[src/rtl/forth_isa_pkg.sv]
`default_nettype none

package forth_isa_pkg;

	// Core sizing
	localparam int DATA_W  = 32;
	localparam int CODE_AW = 8;

	// Stack and code word, code address
	typedef logic [DATA_W-1:0]  word_t;
	typedef logic [CODE_AW-1:0] code_addr_t;

	// Forth flag values
	localparam word_t FLAG_TRUE  = '1;
	localparam word_t FLAG_FALSE = '0;

	// Token value of each opcode is its position in this list
	typedef enum logic [15:0] {
		OP_LIT,
		OP_DUP,
		OP_DROP,
		OP_OVER,
		OP_PLUS,
		OP_MINUS,
		OP_ONE_PLUS,
		OP_AND,
		OP_OR,
		OP_NOT,
		OP_NEGATE,
		OP_EQUAL,
		OP_ZERO_EQUAL,
		OP_ZERO_LESS,
		OP_BRANCH,
		OP_ZERO_BRANCH,
		OP_CALL,
		OP_EXIT,
		OP_EMIT,
		OP_IO_LED,
		OP_IO_BUTTON
	} op_e;

	// Inner interpreter states
	typedef enum logic [2:0] {
		ST_IDLE,
		ST_FETCH,
		ST_EXEC,
		ST_OPERAND,
		ST_EMIT
	} seq_state_e;

endpackage

`default_nettype wire

[src/rtl/forth_stack.sv]
`timescale 1ns/100ps
`default_nettype none

module forth_stack #(
	parameter int DEPTH = 16
) (
	input  wire                       clk,
	input  wire                       reset,
	input  wire                       i_push,
	input  wire                       i_pop,
	input  wire forth_isa_pkg::word_t i_wdata,
	output forth_isa_pkg::word_t      o_top
);

	localparam int PTR_W = (DEPTH > 1) ? $clog2(DEPTH) : 1;
	localparam logic [PTR_W-1:0] PTR_LAST = PTR_W'(DEPTH - 1);

	forth_isa_pkg::word_t mem [DEPTH];
	logic [PTR_W-1:0]     ptr_q;
	logic [PTR_W-1:0]     ptr_inc;
	logic [PTR_W-1:0]     ptr_dec;

	// Circular pointer, wraps at DEPTH
	assign ptr_inc = (ptr_q == PTR_LAST) ? '0 : ptr_q + 1'b1;
	assign ptr_dec = (ptr_q == '0) ? PTR_LAST : ptr_q - 1'b1;

	always_ff @(posedge clk or negedge reset) begin
		if (!reset) begin
			ptr_q <= '0;
		end else if (i_push && !i_pop) begin
			ptr_q <= ptr_inc;
		end else if (i_pop && !i_push) begin
			ptr_q <= ptr_dec;
		end
	end

	// Push writes above the pointer, push with pop replaces the entry
	always_ff @(posedge clk) begin
		if (i_push && i_pop) begin
			mem[ptr_q] <= i_wdata;
		end else if (i_push) begin
			mem[ptr_inc] <= i_wdata;
		end
	end

	assign o_top = mem[ptr_q];

endmodule

`default_nettype wire

[config.mk]
export PLATFORM = sky130hd
export DESIGN_NAME = forth_stack
export DESIGN_NICKNAME = d
export VERILOG_FILES = /design/src/rtl/forth_isa_pkg.sv /design/src/rtl/forth_stack.sv
export SDC_FILE = /design/constraint.sdc
export NUM_CORES = 1
export LEC_CHECK = 0
export BUFFER_PORTS_ARGS = -buffer_cell sky130_fd_sc_hd__buf_2
export CAP_MARGIN = 20
export CORE_MARGIN = 5
export CORE_UTILIZATION = 45
export DETAILED_ROUTE_END_ITERATION = 6
export PLACE_DENSITY = 0.73
export REMOVE_ABC_BUFFERS = 1
export SYNTH_ARGS = -nofsm -noshare
export SYNTH_HDL_FRONTEND = slang
export SYNTH_SLANG_ARGS = --single-unit
[constraint.sdc]
create_clock -name clk -period 8.77 [get_ports clk]
set_input_delay 0.877 -clock clk [delete_from_list [all_inputs] [get_ports clk]]
set_output_delay 0.877 -clock clk [all_outputs]
set_load 0.005 [all_outputs]
==> impl_metrics.json <==
{
  "reg2reg_slack_ns": 4.52,
  "dr_total_vias": 8984,
  "synth_top_area_share_pct": 77.87,
  "nets": 934,
  "yosys-top-cells-area": "edfxtp_1 78%, mux4_2 18%, buf_6 0.51%",
  "grt_usage_pct": 17.89,
  "grt_max_degree": 55,
  "cts.path.max_buffers": 3,
  "synth-seq-cells": 516,
  "post_cts_buffers": 0,
  "reg2reg_from": "ptr_q[1]$_DFFE_PN0P_",
  "worstMarginPinSlew_ns": 1.033,
  "hold_class": "input port to async pin",
  "critPathKind": "register to primary output",
  "clock_sinks": 516,
  "crit_path_end_kind": "primary output",
  "place.gp.congestion": 0.7500,
  "drv_cap": 0,
  "ys_async_sr_fraction_pct": 0.7752,
  "synth_most_common_cell": "edfxtp_1",
  "critical_path_buf_inv_count": 3,
  "grt_pass1_wl_um": 63250,
  "slew_headroom_pct": 31.15,
  "syn-cell-area_um2": 19740,
  "crit_family": "multiplexers",
  "cts_tree": "built",
  "num_rows": 76,
  "period_needed_ns": 4.418,
  "coreArea_um2": 43270,
  "io_buffers": 67,
  "slowest_delay_ns": 0.85,
  "die_h_um": 219.5,
  "grt_antenna_before_repair": 1,
  "grt.overflow.total": 0,
  "synth_seq_area_share_pct": 78.38,
  "start_util_pct": 45.63,
  "vias_per_cell": 5.934,
  "status": "complete, no violations",
  "synthFlopType": "edfxtp_1",
  "final-hold-violation-count": 0,
  "rsz0062_at_grt": "false",
  "yosysTopAreaCell": "edfxtp_1",
  "dieArea_um2": 48160,
  "path_cells": "buf_4 -> buf_16 -> mux4_2 -> mux4_2 -> buf_2",
  "hold_buffers": 0,
  "required_ns": 7.89,
  "routedWlPerCell_um": 28.05,
  "routed_wl_um": 42460,
  "final.setup.tns_ns": 0,
  "pin_count": 68,
  "critPathMostFrequentCell": "mux4_2",
  "power_mw": 7.298,
  "finalSetupViolCount": 0,
  "synth_cell_types": 36,
  "cts_resized": 0,
  "drt_iter0_markers": 1253,
  "dp_hpwl_um": 24220,
  "cp_slowest_cell": "dfrtp_4",
  "p_per_area_nw_per_um2": 322.7,
  "ctsHtreeMaxLevel": 2,
  "synth_common_cells": "512 x edfxtp_1, 158 x mux4_2, 20 x nor2_1",
  "place_inst": 1429,
  "drive_gt1_share_pct": 36.81,
  "final_cells": 1514,
  "slew_viol_final": 0,
  "fin_crit_sh_pct": 50.38,
  "synthToLayoutAreaGrowth_pct": 14.54,
  "synth-edff-count": 512,
  "clk_pin_slew_ns": 0.06,
  "p_leak_nw": 7.022,
  "first_pass_iters": 7,
  "critical_path_depth": 5,
  "skew_ns": 0.01495,
  "ant_nets": 0,
  "synthCells": 796,
  "worst_ir_drop_vdd_mv": 0.1761,
  "startpoint_type": "register",
  "dieWidth_um": 219.5,
  "cts_root_buf": "clkbuf_16",
  "avgSynthCellArea_um2": 24.80,
  "drc": 0,
  "worstPathMaxFanout": 38,
  "antennaDiodeCount": 0,
  "grt_pass1_vias": 9240,
  "clkLatencyLatePin_ns": 0.56,
  "cts_buffers": 46,
  "max_freq_mhz": 226.3,
  "reg2reg_to": "mem[7][14]$_DFFE_PP_",
  "yosysWarnings": 0,
  "reg2reg_depth": 7,
  "worst_ep_arrival_time_ns": 3.54
}
## per-stage QoR
step | setup WS [ns] | cell area [um2] | hold WS [ns] | utilization, %
6_report | 4.352 | 22610 | 0.1276 | 52.27
2_1_floorplan | 0.7294 | 19510 | 0.5814 | -
4_1_cts | 4.013 | 22560 | 0.1059 | 52.14
3_3_place_gp | 4.475 | 20760 | 0.6832 | 47.98
3_5_place_dp | 4.525 | 21080 | 0.6787 | 48.72
5_1_grt | 4.136 | 22610 | 0.1185 | 52.27
## registers in the layout (all words and copies together) (netlist names)
signal and count:
mem 512, ptr_q 4
## how the worst max path moves through the flow
stage / startpoint / end / slack, ns
2_1_floorplan: ptr_q[0]$_DFFE_PN0P_ / mem[0][0]$_DFFE_PP_ / 0.73
3_3_place_gp: ptr_q[1]$_DFFE_PN0P_ / mem[11][4]$_DFFE_PP_ / 4.48
3_5_place_dp: ptr_q[1]$_DFFE_PN0P_ / mem[7][18]$_DFFE_PP_ / 4.53
4_1_cts: ptr_q[0]$_DFFE_PN0P_ / o_top[2] / 4.01
5_1_grt: ptr_q[0]$_DFFE_PN0P_ / o_top[28] / 4.14
6_report: ptr_q[0]$_DFFE_PN0P_ / o_top[28] / 4.35
## cell families (layout without fill, tap and decap cells)
group / Yosys count / count (layout) / synth area share (%)
AOI/OAI and AO/OA: 24 / 24 / 0.8366
xor gates and xnor gates: 2 / 2 / 0.08874
adders and majority gates: 4 / 4 / 0.2535
buffers and inverters: 46 / 179 / 1.286
DFF: 516 / 516 / 78.38
muxes: 161 / 161 / 18.17
and+or+nand+nor: 43 / 43 / 0.9823
## routing by layer
layer,up-vias,track usage [%],part of all wire (%)
li1,3641,-,-
met1,4785,25.63,40
met2,493,28.64,49
met3,65,3.984,9.1
met4,0,4.187,2.0
met5,-,0,0
## area by class of cell
type	count	area, um2
repair buffers	91	765.7
well taps	585	732.0
inverters	5	18.77
clock inverters	31	284.0
fillers	3186	20650
flip-flops and latches	516	15480
multi-input cells	234	4135
clock buffers	52	1195
## power breakdown
part	internal, mW	switching [mW]	total, mW	leakage, nW
sequential	3.03	0.155	3.19	4.67
clock	1.13	0.860	1.99	0.724
combinational	1.03	1.09	2.12	1.62
## worst reg2reg max path, delay by kind of cell (launching register included)
family / cells / cell delay, ns
buffers and inverters: 2 / 1.01
AOI/OAI and AO/OA: 2 / 1.09
adders and majority gates: 1 / 0.42
and+or+nand+nor: 2 / 0.52
DFF: 1 / 0.96
## cell usage in the layout, fill, tap and decap left out, drive strengths merged, types with 2 or more instances in the layout
master and instances:
mux2i 3, nor2b 2, nand2b 5, a32oi 3, nor2 20, ha 4
nand2 9, dfrtp 4, nor3 3, inv 6, clkinvlp 4, a21oi 5
buf 91, edfxtp 512, bufinv 5, mux4 158, clkbuf 52, o21ai 6
clkinv 21
No activity file was read; power rests on OpenSTA's default activity.
