## config.mk

```make
export PLATFORM = sky130hd
export DESIGN_NAME = forth_alu
export DESIGN_NICKNAME = d
export VERILOG_FILES = /design/src/rtl/forth_isa_pkg.sv /design/src/rtl/forth_alu.sv
export SDC_FILE = /design/constraint.sdc
export NUM_CORES = 1
export LEC_CHECK = 0
export ABC_AREA = 1
export BUFFER_PORTS_ARGS = -buffer_cell sky130_fd_sc_hd__buf_4
export CORE_MARGIN = 5
export CORE_UTILIZATION = 50
export DETAILED_ROUTE_END_ITERATION = 16
export PLACE_DENSITY = 0.71
export SLEW_MARGIN = 10
export SYNTH_ARGS = -nofsm -noshare
export SYNTH_HDL_FRONTEND = slang
export SYNTH_SLANG_ARGS = --single-unit
```

## constraint.sdc

```tcl
create_clock -name vclk -period 6.6
set_clock_uncertainty 0.05 [all_clocks]
set_input_delay 0.66 -clock vclk [all_inputs]
set_output_delay 0.66 -clock vclk [all_outputs]
set_load 0.01 [all_outputs]
```

## src/rtl/forth_isa_pkg.sv

```systemverilog
`default_nettype none

package forth_isa_pkg;

	// Core sizing
	localparam int DATA_W  = 32;
	localparam int CODE_AW = 8;

	// Stack and code word, code address
	typedef logic [DATA_W-1:0]  word_t;
	typedef logic [CODE_AW-1:0] code_addr_t;

	// Forth flag values
	localparam word_t FLAG_TRUE  = '1;
	localparam word_t FLAG_FALSE = '0;

	// Token value of each opcode is its position in this list
	typedef enum logic [15:0] {
		OP_LIT,
		OP_DUP,
		OP_DROP,
		OP_OVER,
		OP_PLUS,
		OP_MINUS,
		OP_ONE_PLUS,
		OP_AND,
		OP_OR,
		OP_NOT,
		OP_NEGATE,
		OP_EQUAL,
		OP_ZERO_EQUAL,
		OP_ZERO_LESS,
		OP_BRANCH,
		OP_ZERO_BRANCH,
		OP_CALL,
		OP_EXIT,
		OP_EMIT,
		OP_IO_LED,
		OP_IO_BUTTON
	} op_e;

	// Inner interpreter states
	typedef enum logic [2:0] {
		ST_IDLE,
		ST_FETCH,
		ST_EXEC,
		ST_OPERAND,
		ST_EMIT
	} seq_state_e;

endpackage

`default_nettype wire

```

## src/rtl/forth_alu.sv

```systemverilog
`timescale 1ns/100ps
`default_nettype none

module forth_alu (
	input  wire forth_isa_pkg::op_e   i_op,
	input  wire forth_isa_pkg::word_t i_tos,
	input  wire forth_isa_pkg::word_t i_nos,
	output forth_isa_pkg::word_t      o_result
);

	// Second is the left operand, as in Forth
	always_comb begin
		case (i_op)
			forth_isa_pkg::OP_PLUS:     o_result = i_nos + i_tos;
			forth_isa_pkg::OP_MINUS:    o_result = i_nos - i_tos;
			forth_isa_pkg::OP_ONE_PLUS: o_result = i_tos + 1'b1;
			forth_isa_pkg::OP_AND:      o_result = i_nos & i_tos;
			forth_isa_pkg::OP_OR:       o_result = i_nos | i_tos;
			forth_isa_pkg::OP_NOT:      o_result = ~i_tos;
			forth_isa_pkg::OP_NEGATE:   o_result = ~i_tos + 1'b1;
			// Comparisons give all ones or zero
			forth_isa_pkg::OP_EQUAL: begin
				o_result = (i_nos == i_tos) ? forth_isa_pkg::FLAG_TRUE :
					forth_isa_pkg::FLAG_FALSE;
			end
			forth_isa_pkg::OP_ZERO_EQUAL: begin
				o_result = (i_tos == '0) ? forth_isa_pkg::FLAG_TRUE :
					forth_isa_pkg::FLAG_FALSE;
			end
			forth_isa_pkg::OP_ZERO_LESS: begin
				o_result = ($signed(i_tos) < 0) ? forth_isa_pkg::FLAG_TRUE :
					forth_isa_pkg::FLAG_FALSE;
			end
			default: o_result = i_tos;
		endcase
	end

endmodule

`default_nettype wire

```

==> run summary <==
WORST SETUP PATH
--------------------------------------------------------------------------------
Worst setup EP type                                                  output port
Crit path arrival time                                                   3.92 ns
Critical-path maximum fanout                                                  37
Worst setup SP type                                                   input port
Worst path required time                                                 5.89 ns
Slowest cell on the critical path                                   sky130_fd_sc_hd__nand2_2
Most used cell along the critical path                              sky130_fd_sc_hd__nand2_2
Critical path class                                                 input port to output port
Ordered list of cells on the worst path                             buf_4, nor2_1, nand2_2, nor2_8, nand2_4, nand2_2, inv_2, nand4_4, nand2_2, nor2_4, nand2_1, nor2_1, nand3_1, nand2_1, inv_1, buf_4
Worst path max stage delay                                               0.57 ns

DETAILED ROUTING
--------------------------------------------------------------------------------
Residual antenna-violating net count after detailed routing                    0
First DRT Iteration DRCs                                                    1698
Vias per std cell                                                           6.20
Wire length after detailed routing                                       39.2 mm
First-pass iteration count of the detailed router                              6
DR DRC count                                                                   0
Detail-routed net length per standard cell                               21.1 um
Via count of the routed design                                             11535

POWER AND IR DROP
--------------------------------------------------------------------------------
Leakage dissipation                                                   0.00457 uW
Sum of internal, switching and leakage power                              553 uW
Pwr dens                                                            61.5 nW/um^2
Sw Pwr                                                                    377 uW
Fraction of power consumed by sequential logic                                0%
Maximum vdd drop                                                         36.3 uV
Combinational power share                                                 100.0%
Internal power                                                            176 uW
Net switching share of the total power                                     68.1%
Clock share of power                                                          0%

CLOCK TREE
--------------------------------------------------------------------------------
Resized Gates After CTS                                                        0
Cts-stage hold buffer count                                                    0
Setup Buffers After CTS                                                        0

STA
--------------------------------------------------------------------------------
Post-layout min period                                                   4.63 ns
Unrepaired setup endpoints after global routing                               no
Setup TNS                                                                   0 ns
Fmax                                                                     216 MHz
Worst Max-Slew Pin Slew                                                  1.13 ns
Final setup viols                                                              0
Tightest slew margin relative to the limit                                 24.3%
Number of endpoints with negative hold slack in the final report               0
Ratio of final minimum period to clock period                              70.1%
Final max-slew violation count                                                 0

LOGIC SYNTHESIS
--------------------------------------------------------------------------------
Share of synthesized area occupied by flip-flops and latches                  0%
Synthesis Warnings                                                             0
Number of nets in the synthesized netlist                                   1759
Synthesized instance count                                                  1581
Post-synthesis cell type count                                                50
Avg Synthesized Cell Area                                              5.14 um^2
Post-synthesis cell area                                               8130 um^2

FINAL LAYOUT
--------------------------------------------------------------------------------
Antenna cells                                                                  0
FF/Latch Area                                                             0 um^2
Total of clock buffers placed in the layout                                    0
Post-layout nets                                                            1825
Leading cell types in the layout, fill and taps excluded            sky130_fd_sc_hd__nand2_1, sky130_fd_sc_hd__nor2_1, sky130_fd_sc_hd__inv_1, sky130_fd_sc_hd__nand3_1, sky130_fd_sc_hd__a21oi_1
Synth-to-layout area growth                                                10.7%
Most common cell after layout, fill and taps aside                  sky130_fd_sc_hd__nand2_1
Final instance count without filler cells                                   1861
Layout cell share with drive strength beyond 1                             10.9%
Count of sequential standard cells                                             0

MIN PATH
--------------------------------------------------------------------------------
Hold Path Stages                                                               4
Worst Hold Endpoint                                                 o_result[20]
Worst Hold Launch                                                      i_tos[20]
Classification of the worst-slack hold path                         input port to output port

GLOBAL ROUTING
--------------------------------------------------------------------------------
Number of antenna violations at the first check in global routing              0
Global router's overall resource usage                                     40.0%
Global-route congestion overflow total                                         0
Wire length of the first global-routing pass                             57.8 mm
Pin count of the biggest net entering global routing                          38
Vias in the first global route                                             10241

FLOORPLANNING
--------------------------------------------------------------------------------
Number of rows in the core area                                               46
Number of primary I/O pins                                                   112
Die X-Extent                                                              138 um
Standard cell core area                                               15900 um^2
Total Die Area                                                        18900 um^2
Starting density of the core                                               51.0%
Overall die height                                                        138 um

PLACE
--------------------------------------------------------------------------------
# placed instances                                                          1861
Final GP Congestion                                                         1.11
Count of input and output buffers                                            112
Detailed placement HPWL                                                  33.4 mm

RUN STATUS
--------------------------------------------------------------------------------
Run status                                                          complete, no violations

RUN
--------------------------------------------------------------------------------
Number of max-cap violations                                                   0

synthesized netlist by cell type (3+ instances only):
master                     instances  share of area [%]
sky130_fd_sc_hd__o21ai_0          86                5.3
sky130_fd_sc_hd__a21boi_0          4               0.37
sky130_fd_sc_hd__inv_1           211                9.7
sky130_fd_sc_hd__buf_6             7               0.97
sky130_fd_sc_hd__nand3_1         178                 11
sky130_fd_sc_hd__o21bai_1          7               0.65
sky130_fd_sc_hd__o22ai_1          14                1.1
sky130_fd_sc_hd__ha_1             96                 15
sky130_fd_sc_hd__nand3b_1          4               0.37
sky130_fd_sc_hd__nand2_4           3               0.42
sky130_fd_sc_hd__o211ai_1          9               0.83
sky130_fd_sc_hd__inv_2             9               0.42
sky130_fd_sc_hd__a211oi_1          6               0.55
sky130_fd_sc_hd__nand3_2           4               0.49
sky130_fd_sc_hd__nor2_2           16                1.2
sky130_fd_sc_hd__a221oi_1         11                1.2
sky130_fd_sc_hd__nor4_1            5               0.38
sky130_fd_sc_hd__a21oi_1         121                7.4
sky130_fd_sc_hd__a21o_1            3               0.28
sky130_fd_sc_hd__o21a_1            8               0.74
sky130_fd_sc_hd__buf_2             6               0.37
sky130_fd_sc_hd__and2_1            3               0.23
sky130_fd_sc_hd__nor2_1          237                 11
sky130_fd_sc_hd__nor2_4            8                1.1
sky130_fd_sc_hd__nand2_2          20                1.5
sky130_fd_sc_hd__xor2_1           12                1.3
sky130_fd_sc_hd__clkbuf_1         34                1.6
sky130_fd_sc_hd__a22oi_1           3               0.28
sky130_fd_sc_hd__nand2_1         364                 17
sky130_fd_sc_hd__nor3_1           27                1.7
sky130_fd_sc_hd__nand4_1          39                3.0
worst max-delay path: cells and delay by family:
family        cells  cell delay, ns
simple gates     12            2.80
buf+inv           4            0.43
worst max-delay path by stage:
stage	endpoint	slack [ns]	cells after the start	from
final	o_result[27]	1.97	16	i_op[4]
after global routing	o_result[26]	1.72	16	i_op[4]
after CTS	o_result[27]	2.04	16	i_op[4]
after detailed placement	o_result[27]	2.04	16	i_op[4]
after global placement	o_result[27]	2.15	16	i_op[5]
after floorplan	o_result[29]	3.29	16	i_tos[21]
layer usage:
| metal | wire length [um] | track usage [%] | share of wire [%] |
|---|---|---|---|
| met1 | 15700 | 55.6 | 40 |
| met3 | 5690 | 9.90 | 15 |
| met4 | 1580 | 11.9 | 4.0 |
| met2 | 16300 | 60.7 | 42 |
| met5 | 0 | 0 | 0 |
power by group through the flow:
stage          Sequential [uW]  Combinational (uW)  Clock (uW)
2_1_floorplan                0                 336           0
6_report                     0                 553           0
3_3_place_gp                 0                 522           0
3_5_place_dp                 0                 528           0
5_1_grt                      0                 599           0
4_1_cts                      0                 530           0
area by class of cell:
cell class	instances	area (um^2)
fill	1788	6940
inverter	221	830
multi-input combinational	1309	7040
tap	216	270
timing repair buffer	115	863
metrics by stage:
| step | area [um^2] | setup slack [ns] | utilization (%) | hold WS [ns] |
|---|---|---|---|---|
| 2_1_floorplan | 8130 | 3.29 | - | 1.41 |
| 3_3_place_gp | 9000 | 2.15 | 56.5 | 1.65 |
| 3_5_place_dp | 9000 | 2.04 | 56.5 | 1.66 |
| 4_1_cts | 9000 | 2.04 | 56.5 | 1.66 |
| 5_1_grt | 9000 | 1.72 | 56.5 | 1.69 |
| 6_report | 9000 | 1.97 | 56.5 | 1.66 |
kinds of logic after synthesis:
| logic type | count (synthesis) | share of synthesized area (%) |
|---|---|---|
| AND/OR/NAND/NOR | 917 | 50.4 |
| buffers and inverters | 272 | 13.5 |
| XOR/XNOR | 12 | 1.29 |
| AO/OA/AOI/OAI | 282 | 19.6 |
| adder cells (fa/ha/maj) | 98 | 15.3 |
Note: power is estimated with default switching activity, not from simulation.
