## src/rtl/forth_isa_pkg.sv

```systemverilog
`default_nettype none

package forth_isa_pkg;

	// Core sizing
	localparam int DATA_W  = 32;
	localparam int CODE_AW = 8;

	// Stack and code word, code address
	typedef logic [DATA_W-1:0]  word_t;
	typedef logic [CODE_AW-1:0] code_addr_t;

	// Forth flag values
	localparam word_t FLAG_TRUE  = '1;
	localparam word_t FLAG_FALSE = '0;

	// Token value of each opcode is its position in this list
	typedef enum logic [15:0] {
		OP_LIT,
		OP_DUP,
		OP_DROP,
		OP_OVER,
		OP_PLUS,
		OP_MINUS,
		OP_ONE_PLUS,
		OP_AND,
		OP_OR,
		OP_NOT,
		OP_NEGATE,
		OP_EQUAL,
		OP_ZERO_EQUAL,
		OP_ZERO_LESS,
		OP_BRANCH,
		OP_ZERO_BRANCH,
		OP_CALL,
		OP_EXIT,
		OP_EMIT,
		OP_IO_LED,
		OP_IO_BUTTON
	} op_e;

	// Inner interpreter states
	typedef enum logic [2:0] {
		ST_IDLE,
		ST_FETCH,
		ST_EXEC,
		ST_OPERAND,
		ST_EMIT
	} seq_state_e;

endpackage

`default_nettype wire

```

## src/rtl/forth_io_pkg.sv

```systemverilog
`default_nettype none

package forth_io_pkg;

	// Host load port into code RAM
	typedef struct packed {
		logic                      en;
		forth_isa_pkg::code_addr_t addr;
		forth_isa_pkg::word_t      data;
	} code_wr_t;

	// One byte to the serial transmitter
	typedef struct packed {
		logic       send;
		logic [7:0] data;
	} uart_req_t;

	// Board pins, LEDs active low
	typedef struct packed {
		logic g;
		logic b;
		logic r;
	} led_t;

	typedef struct packed {
		logic b0;
		logic b1;
	} button_t;

endpackage

`default_nettype wire

```

## src/rtl/forth_sequencer.sv

```systemverilog
`timescale 1ns/100ps
`default_nettype none

module forth_sequencer (
	input  wire                              clk,
	input  wire                              reset,
	input  wire                              i_run,
	output forth_isa_pkg::code_addr_t        o_code_addr,
	input  wire forth_isa_pkg::word_t        i_code_data,
	output logic                             o_d_push,
	output logic                             o_d_pop,
	output forth_isa_pkg::word_t             o_d_wdata,
	input  wire forth_isa_pkg::word_t        i_d_second,
	output logic                             o_r_push,
	output logic                             o_r_pop,
	output forth_isa_pkg::word_t             o_r_wdata,
	input  wire forth_isa_pkg::word_t        i_r_top,
	output forth_isa_pkg::op_e               o_op,
	output forth_isa_pkg::word_t             o_tos,
	input  wire forth_isa_pkg::word_t        i_alu_result,
	output forth_io_pkg::uart_req_t          o_uart,
	input  wire                              i_uart_busy,
	input  wire forth_io_pkg::button_t       i_buttons,
	output forth_io_pkg::led_t               o_leds,
	output logic                             o_running
);

	localparam int DATA_W  = forth_isa_pkg::DATA_W;
	localparam int CODE_AW = forth_isa_pkg::CODE_AW;
	localparam int OP_W    = $bits(forth_isa_pkg::op_e);

	forth_isa_pkg::seq_state_e state_q, state_n;
	forth_isa_pkg::code_addr_t pc_q, pc_n;
	forth_isa_pkg::word_t      tos_q, tos_n;
	forth_isa_pkg::op_e        op_q, op_n;
	forth_io_pkg::led_t        led_q, led_n;
	logic                      sent_q, sent_n;
	logic                      uart_send;
	forth_isa_pkg::op_e        cur_op;
	forth_isa_pkg::word_t      call_target;

	// ------------------------------------------------------------------
	// Decode, sign bit marks a call to the negated token
	// ------------------------------------------------------------------
	assign cur_op = i_code_data[DATA_W-1] ? forth_isa_pkg::OP_CALL :
		forth_isa_pkg::op_e'(i_code_data[OP_W-1:0]);
	assign call_target = forth_isa_pkg::word_t'(0) - i_code_data;

	// Fixed datapath hookups
	assign o_code_addr = pc_q;
	assign o_op        = cur_op;
	assign o_tos       = tos_q;
	assign o_d_wdata   = tos_q;
	// Return address already points past the call token
	assign o_r_wdata   = {{(DATA_W-CODE_AW){1'b0}}, pc_q};
	assign o_uart      = '{send: uart_send, data: tos_q[7:0]};
	assign o_leds      = led_q;
	assign o_running   = (state_q != forth_isa_pkg::ST_IDLE);

	// ------------------------------------------------------------------
	// Next state and stack strobes
	// ------------------------------------------------------------------
	always_comb begin
		state_n   = state_q;
		pc_n      = pc_q;
		tos_n     = tos_q;
		op_n      = op_q;
		led_n     = led_q;
		sent_n    = sent_q;
		o_d_push  = 1'b0;
		o_d_pop   = 1'b0;
		o_r_push  = 1'b0;
		o_r_pop   = 1'b0;
		uart_send = 1'b0;
		if (!i_run) begin
			// Stopped, restart from address 0
			state_n = forth_isa_pkg::ST_IDLE;
			pc_n    = '0;
		end else begin
			case (state_q)
				forth_isa_pkg::ST_IDLE: state_n = forth_isa_pkg::ST_FETCH;
				forth_isa_pkg::ST_FETCH: begin
					// RAM samples pc this cycle
					pc_n    = pc_q + 1'b1;
					state_n = forth_isa_pkg::ST_EXEC;
				end
				forth_isa_pkg::ST_EXEC: begin
					op_n    = cur_op;
					state_n = forth_isa_pkg::ST_FETCH;
					case (cur_op)
						// Operand word follows the token
						forth_isa_pkg::OP_LIT,
						forth_isa_pkg::OP_BRANCH,
						forth_isa_pkg::OP_ZERO_BRANCH: begin
							pc_n    = pc_q + 1'b1;
							state_n = forth_isa_pkg::ST_OPERAND;
						end
						forth_isa_pkg::OP_DUP: o_d_push = 1'b1;
						forth_isa_pkg::OP_DROP: begin
							tos_n   = i_d_second;
							o_d_pop = 1'b1;
						end
						forth_isa_pkg::OP_OVER: begin
							o_d_push = 1'b1;
							tos_n    = i_d_second;
						end
						// Binary ALU ops consume second
						forth_isa_pkg::OP_PLUS,
						forth_isa_pkg::OP_MINUS,
						forth_isa_pkg::OP_AND,
						forth_isa_pkg::OP_OR,
						forth_isa_pkg::OP_EQUAL: begin
							tos_n   = i_alu_result;
							o_d_pop = 1'b1;
						end
						forth_isa_pkg::OP_ONE_PLUS,
						forth_isa_pkg::OP_NOT,
						forth_isa_pkg::OP_NEGATE,
						forth_isa_pkg::OP_ZERO_EQUAL,
						forth_isa_pkg::OP_ZERO_LESS: tos_n = i_alu_result;
						forth_isa_pkg::OP_CALL: begin
							o_r_push = 1'b1;
							pc_n     = call_target[CODE_AW-1:0];
						end
						forth_isa_pkg::OP_EXIT: begin
							o_r_pop = 1'b1;
							pc_n    = i_r_top[CODE_AW-1:0];
						end
						forth_isa_pkg::OP_EMIT: begin
							sent_n  = 1'b0;
							state_n = forth_isa_pkg::ST_EMIT;
						end
						forth_isa_pkg::OP_IO_LED: begin
							led_n   = '{g: tos_q[0], b: tos_q[1], r: tos_q[2]};
							tos_n   = i_d_second;
							o_d_pop = 1'b1;
						end
						forth_isa_pkg::OP_IO_BUTTON: begin
							o_d_push = 1'b1;
							tos_n    = {{(DATA_W-2){1'b0}}, i_buttons.b1, i_buttons.b0};
						end
						default: ;
					endcase
				end
				forth_isa_pkg::ST_OPERAND: begin
					state_n = forth_isa_pkg::ST_FETCH;
					case (op_q)
						forth_isa_pkg::OP_LIT: begin
							o_d_push = 1'b1;
							tos_n    = i_code_data;
						end
						forth_isa_pkg::OP_BRANCH: pc_n = i_code_data[CODE_AW-1:0];
						forth_isa_pkg::OP_ZERO_BRANCH: begin
							// Flag is consumed either way
							if (tos_q == '0) begin
								pc_n = i_code_data[CODE_AW-1:0];
							end
							tos_n   = i_d_second;
							o_d_pop = 1'b1;
						end
						default: ;
					endcase
				end
				forth_isa_pkg::ST_EMIT: begin
					// Hand off once, then hold until the stop bit is out
					if (!i_uart_busy) begin
						if (!sent_q) begin
							uart_send = 1'b1;
							sent_n    = 1'b1;
						end else begin
							tos_n   = i_d_second;
							o_d_pop = 1'b1;
							state_n = forth_isa_pkg::ST_FETCH;
						end
					end
				end
				default: state_n = forth_isa_pkg::ST_IDLE;
			endcase
		end
	end

	// Control registers
	always_ff @(posedge clk or negedge reset) begin
		if (!reset) begin
			state_q <= forth_isa_pkg::ST_IDLE;
			pc_q    <= '0;
			led_q   <= '1;
			sent_q  <= 1'b0;
		end else begin
			state_q <= state_n;
			pc_q    <= pc_n;
			led_q   <= led_n;
			sent_q  <= sent_n;
		end
	end

	// Top of stack and latched opcode
	always_ff @(posedge clk) begin
		tos_q <= tos_n;
		op_q  <= op_n;
	end

endmodule

`default_nettype wire

```

## config.mk

```make
export PLATFORM = sky130hd
export DESIGN_NAME = forth_sequencer
export DESIGN_NICKNAME = d
export VERILOG_FILES = /design/src/rtl/forth_isa_pkg.sv /design/src/rtl/forth_io_pkg.sv /design/src/rtl/forth_sequencer.sv
export SDC_FILE = /design/constraint.sdc
export NUM_CORES = 1
export LEC_CHECK = 0
export ABC_AREA = 1
export BUFFER_PORTS_ARGS = -buffer_cell sky130_fd_sc_hd__buf_2
export CORE_ASPECT_RATIO = 0.6
export CORE_UTILIZATION = 47
export DETAILED_ROUTE_END_ITERATION = 7
export GPL_TIMING_DRIVEN = 0
export PLACE_DENSITY = 0.83
export SLEW_MARGIN = 20
export SYNTH_ARGS = -nofsm -noshare
export SYNTH_HDL_FRONTEND = slang
export SYNTH_SLANG_ARGS = --single-unit
```

## constraint.sdc

```tcl
create_clock -name clk -period 3.4 [get_ports clk]
set_input_delay 0.34 -clock clk [delete_from_list [all_inputs] [get_ports clk]]
set_output_delay 0.34 -clock clk [all_outputs]
set_load 0.005 [all_outputs]
```

==> parameters.txt <==
Parameter                              Value

Cells and area
  Final design utilization    65.1%
  Final layout net count    1146
  Area of all placed cells without fillers    0.00697 mm²
  Antenna cell count    0
  Layout cell share with drive strength beyond 1    35.4%
  Area growth from synthesis to layout    32.8%

Flow run
  Max Cap Violations    0

Global routing
  Global Route met3 Usage    8.95%
  Overall overflow remaining after global route    0
  First-pass GRT wire length    27.7 mm
  Tot GR Track Use    31.1%
  Vias in the first global route    5384
  Routing usage on met1    44.7%
  Global-route track usage on met2    45.5%
  Most used routing layer in global routing    met2
  Number of antenna violations at the first check in global routing    0
  Largest net degree at the start of global routing    21

Clock tree
  Maximum level of the CTS H-tree    3
  CTS Hold Buffers Added    1
  Total CTS buffers    9
  Later-pin clock latency in the skew report    330 ps
  CTS tree    done
  Clock root buffer master    clkbuf_16
  Maximum buffer depth of the clock tree    2
  Setup Fix Bufs, Post-CTS    0
  Number of clock sinks seen by CTS    63
  Gates resized, CTS repair    0
  Clock transition time at the flip-flop clock pins of the worst setup and hold paths    60 ps

Timing
  Count of final setup violators    0
  Number of hold violations in the final report    0
  Final period util    77.8%
  Top achievable clock speed    0.378 GHz
  Post-route worst hold slack    315 ps
  Relative max-transition margin    62.7%
  Slew of the pin with the lowest slew margin    559 ps
  Count of pins over their slew limit    0
  Setup repair after global routing missed its margin    no
  Time the worst path needs with I/O delays and setup    2640 ps
  Max Clock Skew    7.84 ps

Critical path
  Most used cell, CP    inv_1
  CP startpoint kind    flop
  Crit path max fanout    8
  Type of the setup path with the least slack    flop to output port
  Slowest CP cell    dfrtp_1
  Critical path data required time    3060 ps
  Buffer and inverter count on the worst path    3
  Critical-path cell list    inv_1 -> nand2_1 -> nor2_2 -> inv_1 -> o21ai_2 -> o21a_1 -> a21oi_1 -> nor2_1 -> buf_2
  Slowest Stage Delay on Critical Path    420 ps
  Worst path arrival time    2300 ps
  Type of element capturing the critical path    output port
  Kind of cell with the highest combined delay on the critical path    simple AND/OR/NAND/NOR gates

Routing
  Vias    5895
  Antenna violation net count after detailed routing    0
  Final routed wire length divided by cell count    15.1 µm
  TritonRoute pass-1 iters    7
  WL final    17.4 mm
  Vias per inst    5.11
  First DRT Iteration DRCs    495
  Post-route DRC violation count    30

Pwr
  Peak ir drop on the vdd network    0.247 mV
  Overall Power    2.46 mW
  Power density relative to cell area    353 mW/mm²
  Leak    3.80 nW

Hold path
  Type of the worst min-delay path    input port to flop

Floorplanning
  Number of ports placed on the die boundary    271
  Number of rows created at floorplan    29
  Chip Height    83.9 µm
  Core outline area    0.0107 mm²
  Initial Utilization    49.0%
  Die Wd    138 µm
  Floorplan die area    0.0116 mm²

Synth
  Number of enable flip-flop cells after synthesis    48
  Cell area after technology mapping    0.00525 mm²
  Distinct cell type count after synthesis    39
  Mean post-synth cell area    6.96 µm²
  Library cell with the largest summed area after synthesis    edfxtp_1
  Synthesis warning total    0
  Synth area leaders    edfxtp_1 27%, nand2_1 19%, buf_4 11%
  Synthesized flop and latch total    63
  Proportion of netlist area held by the largest area contributor    27.5%
  Proportion of synthesized chip area in sequential cells    34.7%
  Gate count after technology mapping    754
  Synth Flop Type    edfxtp_1
  Share of flip-flops with an asynchronous set or reset after synthesis    23.8%

Place
  Routability cong.    0.941
  Placed wire-length estimate    14.0 mm
  Post-place instance area    0.00665 mm²
  Input/output buffers    219

Run status
  Outcome    complete, but fails checks
  Violations in the final reports    design-rule violations
## cell type report
class | count | area (µm²)
clock inverter | 5 | 72.6
multi-input combinational | 550 | 2560
fill | 989 | 3730
timing repair buffer | 222 | 1140
sequential | 63 | 1820
tap | 139 | 174
buffer | 99 | 721
clock buffer | 11 | 233
inverter | 65 | 244
## final timing paths
path	startpoint	to	slack (ps)	cells after the start
setup / recovery	state_q[2]	o_d_pop	760	9
hold / removal	i_uart_busy	sent_q	320	3
setup reg to reg	state_q[0]	o_d_wdata[17]	900	9
hold reg to reg	o_leds[1]	o_leds[1]	490	2
max in group asynchronous	reset	o_leds[0]	2610	2
min in group asynchronous	reset	state_q[2]	470	2
## kinds of logic (layout without fill, tap and decap cells)
| kind of cell | after synthesis | after routing | synth area share [%] |
|---|---|---|---|
| DFF | 63 | 63 | 34.7 |
| other | 1 | 24 | 0.0714 |
| adders and majority gates | 2 | 2 | 0.477 |
| buffers and inverters | 164 | 402 | 18.4 |
| and+or+nand+nor | 446 | 446 | 36.3 |
| xor gates and xnor gates | 7 | 7 | 1.17 |
| AOI/OAI and AO/OA | 71 | 71 | 8.92 |
## report_power, final
part	internal (mW)	switching (mW)	leakage [nW]
Clock	0.635	0.330	0.149
Sequential	0.878	0.0461	0.630
Combinational	0.255	0.319	3.02
## through the flow
step / std cells / setup WS, ps / TNS [ps]
finish: 1154 / 755 / 0
global route: 1154 / 602 / 0
CTS: 1154 / 788 / 0
detailed placement: 1137 / 633 / 0
global placement: 1135 / -853 / -27270
floorplan: 777 / 241 / 0
## worst reg2reg max path: stages, from the launching register on
cell	delay [ps]
dfrtp_1	350
buf_2	180
nor2_1	220
inv_1	70
nor2_1	260
inv_1	160
a21oi_1	150
o211ai_1	150
nor2_4	420
buf_16	230
## flip-flops by register name, indices dropped and copies added (netlist names)
register,count
o_code_addr,8
sent_q,1
o_leds,3
o_d_wdata,32
op_q,16
state_q,3
## cell usage after synthesis (3+ instances only)
cell type  instances
o21ai_2            3
dfrtp_1           12
inv_1             61
a22oi_1           30
buf_6              9
nor2_1            69
buf_4             74
edfxtp_1          48
nand2_2           15
nor3_1            13
clkbuf_1          13
nand2_1          269
nor2_4             5
buf_2              3
inv_2              4
a21oi_1           12
nor2_2             4
o21ai_0           12
nand3_1           53
dfstp_2            3
nand4_1            8
xor2_1             5
o211ai_1           4
## routing by layer
| layer | up-vias | routed length (µm) |
|---|---|---|
| met3 | 22 | 1990 |
| met1 | 2693 | 7830 |
| met2 | 315 | 7340 |
| met4 | 0 | 286 |
| li1 | 2865 | - |
| met5 | - | 0 |
## cell usage in the layout (no fill, tap or decap), drive strengths merged, types with 2 or more instances in the layout
cell type	synthesis	final
ha	2	2
clkbuf	13	24
inv	65	65
bufinv	0	2
o22ai	2	2
o21a	2	2
o211ai	4	4
xnor2	2	2
nand2	285	285
nor2	78	78
a21oi	12	12
and2	3	3
clkinv	0	3
nand4	8	8
o31ai	2	2
dfstp	3	3
conb	1	24
nand3	55	55
dfrtp	12	12
edfxtp	48	48
o21ai	17	17
xor2	5	5
buf	86	307
nand3b	2	2
nor3	14	14
a22oi	30	30
Power figures use the tool's default switching activity.
