[config.mk]
export PLATFORM = sky130hd
export DESIGN_NAME = uart_tx
export DESIGN_NICKNAME = d
export VERILOG_FILES = /design/src/rtl/forth_isa_pkg.sv /design/src/rtl/forth_io_pkg.sv /design/src/rtl/uart_tx.sv
export SDC_FILE = /design/constraint.sdc
export NUM_CORES = 1
export LEC_CHECK = 0
export ABC_AREA = 1
export BUFFER_PORTS_ARGS = -buffer_cell sky130_fd_sc_hd__buf_2
export CAP_MARGIN = 30
export CORE_MARGIN = 2
export CORE_UTILIZATION = 50
export CTS_BUF_LIST = sky130_fd_sc_hd__clkbuf_4
export CTS_CLUSTER_DIAMETER = 30
export DETAILED_ROUTE_END_ITERATION = 10
export HOLD_SLACK_MARGIN = 0.12
export PLACE_DENSITY = 0.74
export SLEW_MARGIN = 10
export SYNTH_ARGS = -nofsm -noshare
export SYNTH_HDL_FRONTEND = slang
export SYNTH_SLANG_ARGS = --single-unit
[constraint.sdc]
create_clock -name clk -period 1.6 [get_ports clk]
set_clock_uncertainty 0.2 [all_clocks]
set_input_delay 0.32 -clock clk [delete_from_list [all_inputs] [get_ports clk]]
set_output_delay 0.32 -clock clk [all_outputs]
set_load 0.01 [all_outputs]
[src/rtl/forth_isa_pkg.sv]
`default_nettype none

package forth_isa_pkg;

	// Core sizing
	localparam int DATA_W  = 32;
	localparam int CODE_AW = 8;

	// Stack and code word, code address
	typedef logic [DATA_W-1:0]  word_t;
	typedef logic [CODE_AW-1:0] code_addr_t;

	// Forth flag values
	localparam word_t FLAG_TRUE  = '1;
	localparam word_t FLAG_FALSE = '0;

	// Token value of each opcode is its position in this list
	typedef enum logic [15:0] {
		OP_LIT,
		OP_DUP,
		OP_DROP,
		OP_OVER,
		OP_PLUS,
		OP_MINUS,
		OP_ONE_PLUS,
		OP_AND,
		OP_OR,
		OP_NOT,
		OP_NEGATE,
		OP_EQUAL,
		OP_ZERO_EQUAL,
		OP_ZERO_LESS,
		OP_BRANCH,
		OP_ZERO_BRANCH,
		OP_CALL,
		OP_EXIT,
		OP_EMIT,
		OP_IO_LED,
		OP_IO_BUTTON
	} op_e;

	// Inner interpreter states
	typedef enum logic [2:0] {
		ST_IDLE,
		ST_FETCH,
		ST_EXEC,
		ST_OPERAND,
		ST_EMIT
	} seq_state_e;

endpackage

`default_nettype wire

[src/rtl/forth_io_pkg.sv]
`default_nettype none

package forth_io_pkg;

	// Host load port into code RAM
	typedef struct packed {
		logic                      en;
		forth_isa_pkg::code_addr_t addr;
		forth_isa_pkg::word_t      data;
	} code_wr_t;

	// One byte to the serial transmitter
	typedef struct packed {
		logic       send;
		logic [7:0] data;
	} uart_req_t;

	// Board pins, LEDs active low
	typedef struct packed {
		logic g;
		logic b;
		logic r;
	} led_t;

	typedef struct packed {
		logic b0;
		logic b1;
	} button_t;

endpackage

`default_nettype wire

[src/rtl/uart_tx.sv]
`timescale 1ns/100ps
`default_nettype none

module uart_tx #(
	parameter int CLKS_PER_BIT = 625
) (
	input  wire                          clk,
	input  wire                          reset,
	input  wire forth_io_pkg::uart_req_t i_req,
	output logic                         o_busy,
	output logic                         o_tx
);

	localparam int BAUD_W = $clog2(CLKS_PER_BIT + 1);
	localparam logic [BAUD_W-1:0] BAUD_LAST = BAUD_W'(CLKS_PER_BIT - 1);

	logic [BAUD_W-1:0] baud_q;
	logic [3:0]        bit_q;
	// Stop, data LSB first, start; bit 0 is on the line
	logic [9:0]        frame_q;

	always_ff @(posedge clk or negedge reset) begin
		if (!reset) begin
			o_busy  <= 1'b0;
			baud_q  <= '0;
			bit_q   <= '0;
			frame_q <= '1;
		end else if (!o_busy) begin
			// Latch a new byte
			if (i_req.send) begin
				o_busy  <= 1'b1;
				baud_q  <= '0;
				bit_q   <= '0;
				frame_q <= {1'b1, i_req.data, 1'b0};
			end
		end else if (baud_q == BAUD_LAST) begin
			// End of a bit period, shift in idle ones
			baud_q  <= '0;
			frame_q <= {1'b1, frame_q[9:1]};
			if (bit_q == 4'd9) begin
				o_busy <= 1'b0;
			end else begin
				bit_q <= bit_q + 1'b1;
			end
		end else begin
			baud_q <= baud_q + 1'b1;
		end
	end

	// Frame drains to all ones, so the line idles high
	assign o_tx = frame_q[0];

endmodule

`default_nettype wire

==> results of run 1 <==
## state kept, by name, summed over array words and instances (netlist names)
name	cells
bit_q	4
o_busy	1
baud_q	10
frame_q	9
## layout by cell type, fill, tap and decap left out, drive strengths merged
cell | synthesis | final
nand4 | 2 | 2
nand3 | 18 | 18
xnor2 | 2 | 2
o22ai | 3 | 3
xor2 | 4 | 4
buf | 4 | 22
inv | 16 | 16
nor2 | 18 | 18
o21ai | 9 | 9
clkbuf | 0 | 3
nand2 | 68 | 69
dlygate4sd3 | 0 | 7
dfstp | 9 | 9
clkinv | 0 | 1
dfrtp | 15 | 15
ha | 4 | 4
## worst paths after layout
check | endpoint | slack [ns] | cells after the start
max | bit_q[1] | -0.05 | 9
min | frame_q[4] | 0.13 | 5
max reg2reg | bit_q[1] | -0.05 | 9
min reg2reg | frame_q[2] | 0.27 | 2
max in group asynchronous | frame_q[1] | 0.53 | 2
min in group asynchronous | baud_q[9] | 0.30 | 2
## power by group through the flow
| stage | Sequential, W | Combinational [W] | Clock, W |
|---|---|---|---|
| 6_report | 0.000901 | 0.000545 | 0.000265 |
| 5_1_grt | 0.000924 | 0.000623 | 0.000295 |
| 4_1_cts | 0.000894 | 0.000456 | 0.000270 |
| 3_5_place_dp | 0.000913 | 0.000391 | 0 |
| 3_3_place_gp | 0.000906 | 0.000373 | 0 |
| 2_1_floorplan | 0.000879 | 0.000306 | 0 |
## cell type report
class | count | area share
multi-input cells | 129 | 0.429
flip-flops and latches | 24 | 0.362
repair buffers | 29 | 0.133
inverters | 16 | 0.0384
well taps | 30 | 0.0222
clock buffers | 3 | 0.0133
clock inverters | 1 | 0.00222
## layer usage
| layer | vias up | GRT usage | share of wire |
|---|---|---|---|
| met1 | 574 | 0.290 | 0.48 |
| met5 | - | 0 | 0 |
| met3 | 2 | 0.0209 | 0.030 |
| met4 | 0 | 0.0418 | 0.0059 |
| li1 | 603 | - | - |
| met2 | 29 | 0.306 | 0.49 |
## cells by family (layout without fill, tap and decap cells)
group,Yosys count,in the layout
flip-flops,24,24
AO/OA/AOI/OAI,12,12
AND/OR/NAND/NOR,106,107
adder cells (fa/ha/maj),4,4
XOR/XNOR,6,6
buffers and inverters,20,49
## per-stage QoR
stage	setup TNS [ns]	std cells
floorplan	0	172
detailed placement	0	215
global placement	0	215
finish	-0.351	232
global route	-1.82	232
CTS	-0.0393	231
## timing repair
item	in CTS	in global routing
pin swaps	3	9
cloned	1	0
resized for setup	5	28
hold endpoints to repair	21	0
setup buffers	4	1
setup endpoints to repair	7	21
hold buffers	7	0
## worst reg2reg max path, stage by stage, from the launching register on
cell,delay [ns]
dfrtp_1,0.43
inv_1,0.07
ha_2,0.16
nand2_2,0.06
nor2_4,0.14
nand3_2,0.15
nand2_4,0.14
nand3_4,0.08
nand2_2,0.08
nand2_1,0.04
==> metrics.md, run 1 <==
| Metric | Value |
|---|---|
| Status | finished, violations left |
| Reg2reg start | baud_q[0] |
| Synthesized area | around 0.0013 mm2 |
| Worst Path Required | between 1.5 and 2 ns |
| Slowest cell on crit path | dfrtp_1 |
| Sequential share of power | 0.527 |
| Share of cells above drive strength 1 | 0.317 |
| PnR worst setup slack | -0.0537 ns |
| Max-Cap Viols | 0 |
| TritonRoute pass-1 iters | 4 |
| Area after DPL | ~0.0014 mm2 |
| Pins Over Slew Limit | 0 |
| Chip Width | between 50 and 60 um |
| Gr ovfl total | 0 |
| Worst-Margin Slew | between 0.5 and 0.6 ns |
| CTS tree | yes |
| Clk sinks | 24 |
| Cell internal pwr | between 0.001 and 0.0015 W |
| Final design utilization | 0.677 |
| Worst Setup Slack post-DPL | approximately 0.0033 ns |
| Seq cells post-synth | 24 |
| DRT Wirelength | slightly above 3 mm |
| Combinational Power Share | 0.318 |
| Hold slack | approximately 0.13 ns |
| RSZ-0062 raised after global routing | true |
| Sequential fraction of the synthesis area | 0.457 |
| Post-synth net total | ~190 |
| Filler cells | between 150 and 200 |
| Largest net degree at the start of global routing | 25 |
| Max FO, Critical Path | 4 |
| Count of cell types in the netlist | 23 |
| Largest area contributor in the netlist | dfrtp_1 |
| Core Area | between 0.002 and 0.0025 mm2 |
| Ant diodes | 0 |
| Hold Crit Class | in2reg |
| Total of warnings raised by yosys | 0 |
| HPWL Detailed | 1.90 mm |
| Starting density of the core | 0.536 |
| Die area | just over 0.003 mm2 |
| Main synth FF type | dfrtp_1 |
| Pleak | 0.826 nW |
| Commonest cells in the netlist | nand2_1, nand3_1, dfrtp_1, inv_1, nor2_1 |
| Die Span Y | roughly 56 um |
| Final hold viol count | 0 |
| Tot Pwr | 0.00171 W |
| Row cnt | 18 |
| Worst IR Drop VDD | approximately 0.88 mV |
| Ys async rst share | 1.00 |
| Vias in the first global route | roughly 1100 |
| Synth Area in Simple Gates | 0.341 |
| Mapped Cells | 172 |
| Net Sw Frac | 0.360 |
| CP peak stage delay | around 0.43 ns |
| Adder-Cell Fraction of Synth Area | 0.0374 |
| Largest family of logic cells by synthesized area | simple AND/OR/NAND/NOR gates |
| Initial antenna violation count | 0 |
| Clk slew on worst S/H paths | approximately 0.13 ns |
| Compound-cell area share of the yosys netlist | 0.0477 |
| Post-route ant nets | 0 |
| Worst-Skew Late Latency | approximately 0.30 ns |
| Routed len/inst | 13.1 um |
| Critical path launch point | baud_q[0] |
| Cell Pwr Density | between 1000 and 1500 mW/mm2 |
| Number of DRC markers in iteration 0 | a little over 60 |
| Worst path buffer plus inverter count | 1 |
| HP Start | i_req[3] |
| Syn Area/Cell | between 7 and 8 um2 |
| IO Pins | 13 |
| Count leader, synth | nand2_1 |
| Num CTS Buffers | 3 |
| Post-synth top area share | 0.280 |
| Port Buffers | 12 |
| H-tree depth | 1 |
| Mean number of vias per cell | about 5.2 |
| Rel. slew slack | 0.660 |
| CP Capture Type | flop |
| Failing checks | negative setup slack |
| Period minus WS final | 1.65 ns |
| Mux contribution to synthesized area | 0 |
| Global-route wire length before repair | 4.88 mm |
| Crit path cell chain | inv_1, ha_2, nand2_2, nor2_4, nand3_2, nand2_4, nand3_4, nand2_2, nand2_1 |
| Worst EP arrival | approximately 1.7 ns |
| Final setup violation count | 11 |
| CTS Root Cell | clkbuf_4 |
| Vias | about 1200 |
| Clk pwr share | 0.155 |
| FMAX | roughly 0.60 GHz |
| Area growth, synth to finish | 26.4% |
| Final nets | between 200 and 250 |
| Residual DRC | 0 |
| Part of the cycle the worst path needs | 1.03 |
| FF/Latch Area | a little over 600 um2 |
| Psw | 0.000616 W |
| XOR/XNOR Fraction of Synth Area | 0.0393 |
| GP Congestion | ~0.83 |
| Critical Path Most Common Cell | nand2_2 |
| Area of the multi-input gates | 726 um2 |
| Crit path max-delay family | simple AND/OR/NAND/NOR gates |
| Synth top area cells | dfrtp_1, nand2_1, dfstp_2 |
| Maximum clock insertion buffer count | 2 |
| Layout Cell Area excl Fill | approximately 0.0017 mm2 |
| Post-synth EDFFs | 0 |
| Total Routing Usage GR | 0.195 |
| Critical path class | reg2reg |
| Crit start category | flop |
Power figures use the tool's default switching activity.
==> inputs of run 2 (changes only) <==
PLACE_DENSITY = 0.71   (was 0.74)
TNS_END_PERCENT = 50   (was not set)
clock period = 1.7 ns   (was 1.6 ns; I/O delays follow)
==> run 2 against run 1 <==
  * Combinational power fell by 22%
  * Via count is 3.5% lower
  * Largest power group unchanged
  * Wire length down 9.1%
  * Final cell count is 0.86% lower
  * Die area unchanged
  * Critical path depth unchanged
  * The flow now finishes without violations
  * Sequential share of layout area rose by 1.9 points
  * Worst setup slack improved by 0.13 ns
  * Critical endpoint is now frame_q[0]
  * First-iteration DRC count decreased by 61%
==> metrics.md, run 2 (same netlist as run 1, synthesis figures left out) <==
| Metric | Value |
|---|---|
| Status | completed |
| Starting density of the core | 0.536 |
| GP Congestion | between 0.8 and 0.9 |
| Area growth, synth to finish | 20.0% |
| Worst-Skew Late Latency | approximately 0.30 ns |
| Max FO, Critical Path | 6 |
| Worst EP arrival | between 1.5 and 2 ns |
| Worst IR Drop VDD | just over 0.6 mV |
| Critical path class | reg2reg |
| Top sig layer | met4 |
| Rel. slew slack | 0.644 |
| Final hold viol count | 0 |
| Pins Over Slew Limit | 0 |
| Net Sw Frac | 0.359 |
| FF/Latch Area | 613 um2 |
| Filler cells | a little over 200 |
| Setup TNS Final | 0 ns |
| Hold Crit Class | in2reg |
| Die Span Y | 55.7 um |
| Num CTS Buffers | 3 |
| Global-route wire length before repair | 4.64 mm |
| Initial antenna violation count | 0 |
| Cell internal pwr | 0.000979 W |
| Vias | around 1200 |
| CTS Root Cell | clkbuf_4 |
| Area of the multi-input gates | 658 um2 |
| Final nets | about 220 |
| Pleak | between 0.8 and 0.9 nW |
| H-tree depth | 1 |
| Most frequent cells in the layout | nand2_1, nand3_1, inv_1 |
| Area after DPL | approximately 0.0014 mm2 |
| Combinational Power Share | 0.277 |
| HPWL Detailed | 1.89 mm |
| Row cnt | 18 |
| Share of cells above drive strength 1 | 0.225 |
| Crit start category | flop |
| FMAX | roughly 0.61 GHz |
| Met3 Wirelength | between 80 and 90 um |
| Commonest non-fill, non-tap cell in the layout | nand2_1 |
| Sequential share of power | 0.559 |
| Maximum clock insertion buffer count | 2 |
| Gr ovfl total | 0 |
| Dpl cells | between 200 and 250 |
| Period minus WS final | 1.63 ns |
| Final setup violation count | 0 |
| IO Pins | 13 |
| CTS tree | yes |
| M1 WL | around 1.3 mm |
| Die area | 0.00311 mm2 |
| Clk sinks | 24 |
| Vias in the first global route | between 1000 and 1500 |
| Post-route ant nets | 0 |
| Worst Path Required | about 1.8 ns |
| Largest register FFs | 10 |
| TritonRoute pass-1 iters | 4 |
| Psw | approximately 0.00055 W |
| Ant diodes | 0 |
| Clk slew on worst S/H paths | roughly 0.13 ns |
| Part of the cycle the worst path needs | 0.958 |
| Top Registers | baud_q: 10 flops, frame_q: 9 flops, bit_q: 4 flops |
| Worst-Margin Slew | 0.534 ns |
| Number of DRC markers in iteration 0 | 24 |
| Residual DRC | 0 |
| Cell Pwr Density | ~950 mW/mm2 |
| Max-Cap Viols | 0 |
| Core Area | ~0.0025 mm2 |
| Layout Cell Area excl Fill | around 0.0016 mm2 |
| Total Routing Usage GR | 0.183 |
| CP Capture Type | flop |
| Mean number of vias per cell | ~5 |
| Clk pwr share | 0.164 |
| Chip Width | 55.7 um |
| Largest register by flop count | baud_q |
| DRT Wirelength | 2.75 mm |
| Largest net degree at the start of global routing | 25 |
| Routed len/inst | around 12 um |
| Final non-filler cell total | 230 |
| Tot Pwr | 0.00153 W |
| Port Buffers | 12 |
| Wire length on met2 | roughly 1.3 mm |
run 2: cell count changes in the layout (fill, tap and decap cells not counted), sizes merged:
cell	change
buf	-3
dlygate4sd3	+1
run 2: critical path: stages, from the launching register on:
cell,delay (ns)
dfrtp_1,0.44
inv_1,0.07
ha_1,0.16
nand2_2,0.07
nor2_4,0.12
nand4_4,0.12
nand2_4,0.15
buf_6,0.11
nand3_1,0.06
nand2_1,0.06
run 2: final cells by class:
| cell class | count | area share |
|---|---|---|
| inverter | 16 | 0.0389 |
| clock inverter | 1 | 0.00234 |
| tap | 30 | 0.0234 |
| sequential | 24 | 0.382 |
| timing repair buffer | 27 | 0.130 |
| multi-input combinational | 129 | 0.410 |
| clock buffer | 3 | 0.0140 |
run 2: what timing repair did:
item,CTS,global route
gates resized for setup,0,9
endpoints found under the setup margin,0,13
endpoints found under the hold margin,22,0
hold buffers,8,0
buffers inserted,0,4
run 2: through the flow:
step	util	setup slack, ns	hold slack [ns]
4_1_cts	0.609	0.0129	0.145
2_1_floorplan	-	0.225	-0.156
3_5_place_dp	0.566	0.0725	0.147
6_report	0.643	0.0715	0.159
5_1_grt	0.643	-0.0220	0.169
3_3_place_gp	0.566	0.101	0.144
run 2: routing by layer:
metal / track usage / vias to the layer above
li1: - / 602
met1: 0.262 / 542
met2: 0.287 / 18
met3: 0.0233 / 4
met4: 0.0592 / 0
met5: 0 / -
run 2: power groups by stage:
stage	sequential, W	clock, W	combinational (W)
after CTS	0.000852	0.000267	0.000386
final	0.000853	0.000251	0.000423
after global placement	0.000851	0	0.000354
after detailed placement	0.000862	0	0.000370
after global routing	0.000871	0.000282	0.000484
after floorplan	0.000827	0	0.000288
run 2: path summary, 6_finish.rpt:
path                       startpoint    endpoint  slack, ns  cells past startpoint
setup / recovery            baud_q[0]  frame_q[0]       0.07                      9
hold / removal               i_req[2]  frame_q[3]       0.16                      5
setup reg to reg            baud_q[0]  frame_q[0]       0.07                      9
hold reg to reg            frame_q[2]  frame_q[2]       0.27                      2
max in group asynchronous       reset      o_busy       0.59                      2
min in group asynchronous       reset   baud_q[7]       0.33                      2
==> inputs of run 3 (changes only) <==
BUFFER_PORTS_ARGS = -buffer_cell sky130_fd_sc_hd__buf_4   (was -buffer_cell sky130_fd_sc_hd__buf_2)
==> run 3 against run 2 <==
  * Non-clock buffer count up 3
  * Global-route usage up 0.12 points
  * Final cell count up 0.87%
  * First-iteration DRC count down 4.2%
  * Clock power up 3%
  * Critical path type unchanged
  * Highest routed layer unchanged
  * Total power up 0.30%
  * Combinational power about the same
  * Cell area up 1.2%
  * Sequential share of layout area down 0.47 points
  * Sequential power about the same
  * Utilization up 0.80 points
  * Largest power group unchanged
==> metrics.md, run 3 (same netlist as run 1, synthesis figures left out) <==
| Metric | Value |
|---|---|
| Top Registers | baud_q: 10 flops, frame_q: 9 flops, bit_q: 4 flops |
| RSZ-0062 raised after global routing | true |
| Final nets | 218 |
| Mean number of vias per cell | approximately 5 |
| Worst Setup Slack post-DPL | 0.0694 ns |
| Filler cells | 213 |
| PnR worst setup slack | just over 0.04 ns |
| Chip Width | 55.7 um |
| IO Pins | 13 |
| Cell Pwr Density | about 940 mW/mm2 |
| Maximum clock insertion buffer count | 2 |
| Vias | between 1000 and 1500 |
| Critical path launch point | baud_q[0] |
| Max-Cap Viols | 0 |
| Cell internal pwr | 0.000988 W |
| Dpl cells | between 200 and 250 |
| Net Sw Frac | 0.355 |
| Hold Crit Class | in2reg |
| FF-to-FF setup slack | 0.04 ns |
| Final non-filler cell total | 232 |
| CTS tree | yes |
| Pleak | a little over 0.8 nW |
| Met3 Usage GRT | 0.0209 |
| Met1 GRT Util | 0.261 |
| Residual DRC | 0 |
| Rel. slew slack | 0.792 |
| DRT Wirelength | 2.83 mm |
| Critical path class | reg2reg |
| HPWL Detailed | approximately 1.8 mm |
| Area growth, synth to finish | 21.5% |
| Layout Cell Area excl Fill | 0.00163 mm2 |
| Worst IR Drop VDD | about 0.68 mV |
| Largest net degree at the start of global routing | 25 |
| Reg2reg start | baud_q[0] |
| Global-route wire length before repair | roughly 4.7 mm |
| Psw | approximately 0.00054 W |
| Worst EP arrival | around 1.7 ns |
| Most used routing layer | met2 |
| Num CTS Buffers | 3 |
| Clk slew on worst S/H paths | 0.13 ns |
| Core Area | around 0.0025 mm2 |
| Total Routing Usage GR | 0.184 |
| Share of cells above drive strength 1 | 0.243 |
| Worst-Skew Late Latency | 0.32 ns |
| CTS Root Cell | clkbuf_4 |
| CP Capture Type | flop |
| Routed len/inst | around 12 um |
| Status | completed |
| Starting density of the core | 0.536 |
| Area after DPL | around 0.0014 mm2 |
| Worst Path Required | roughly 1.8 ns |
| Part of the cycle the worst path needs | 0.976 |
| H-tree depth | 1 |
| Period minus WS final | 1.66 ns |
| Post-route ant nets | 0 |
| Row cnt | 18 |
| Gr ovfl total | 0 |
| Ant diodes | 0 |
| Initial antenna violation count | 0 |
| Most frequent cells in the layout | nand2_1, buf_4, nand3_1 |
| HP Start | i_req[3] |
| FMAX | 0.603 GHz |
| Combinational Power Share | 0.276 |
| Sequential share of power | 0.556 |
| Crit start category | flop |
| Final hold viol count | 0 |
| Max FO, Critical Path | 7 |
| Largest register FFs | 10 |
| Largest register by flop count | baud_q |
| Clk pwr share | 0.168 |
| Pins Over Slew Limit | 0 |
| Final setup violation count | 0 |
| Commonest non-fill, non-tap cell in the layout | nand2_1 |
| Port Buffers | 12 |
| Number of DRC markers in iteration 0 | 23 |
| Vias in the first global route | approximately 1100 |
| Die area | between 0.003 and 0.004 mm2 |
| Clk sinks | 24 |
| Worst-Margin Slew | around 0.31 ns |
| Die Span Y | about 56 um |
| TritonRoute pass-1 iters | 4 |
| GP Congestion | 0.779 |
| Met2 Resource Use GR | 0.291 |
run 3: cell count changes in the layout (fill, tap and decap cells not counted):
cell     change
inv_4        -1
nand4_2      +1
inv_2        +2
inv_1        -1
nand4_4      -1
ha_1         -1
buf_2       -12
ha_2         +1
buf_4       +16
nand2_4      -1
buf_12       -1
run 3: area by class of cell:
type                            instances  area [um2]  area share
Clock buffer                            3        22.5      0.0138
Inverter                               16        60.1      0.0369
Sequential cell                        24         613       0.377
Timing Repair Buffer                   30         249       0.153
Clock inverter                          1        3.75     0.00231
Multi-Input combinational cell        128         641       0.394
Tap cell                               30        37.5      0.0231
run 3: timing repair:
item	4_1_cts	5_1_grt
buffers inserted	0	7
hold buffers	8	0
endpoints found under the setup margin	0	13
resized for setup	0	9
endpoints found under the hold margin	31	0
run 3: final timing paths:
check	to	cells after the start
setup / recovery	frame_q[0]	9
hold / removal	frame_q[4]	5
setup reg to reg	frame_q[0]	9
hold reg to reg	frame_q[1]	2
max in group asynchronous	frame_q[8]	2
min in group asynchronous	bit_q[3]	2
run 3: metrics by stage:
step                      total power [W]  setup TNS [ns]  hold slack [ns]  utilization
after floorplan                   0.00112               0           -0.156            -
after global routing              0.00165          -0.335            0.189        0.651
final                             0.00153               0            0.136        0.651
after global placement            0.00121               0           0.0524        0.578
after detailed placement          0.00123               0           0.0581        0.578
after CTS                         0.00151               0            0.130        0.621
run 3: power groups by stage:
stage / Clock [W] / Combinational, W / Sequential, W
floorplan: 0 / 0.000288 / 0.000827
global placement: 0 / 0.000359 / 0.000852
detailed placement: 0 / 0.000372 / 0.000859
CTS: 0.000269 / 0.000389 / 0.000848
global route: 0.000290 / 0.000487 / 0.000871
finish: 0.000258 / 0.000422 / 0.000851
run 3: metal layers:
| metal | vias up | routed length (um) |
|---|---|---|
| met4 | 0 | 28 |
| met5 | - | 0 |
| met3 | 4 | 61 |
| li1 | 599 | - |
| met1 | 560 | 1460 |
| met2 | 15 | 1290 |
run 3: critical path: stages, from the launching register on:
cell and delay, ns:
dfrtp_1 0.45, inv_2 0.08, ha_2 0.18, nand2_2 0.07, nor2_4 0.09, nand4_2 0.11
nand2_4 0.16, buf_6 0.15, nand3_1 0.07, nand2_1 0.06
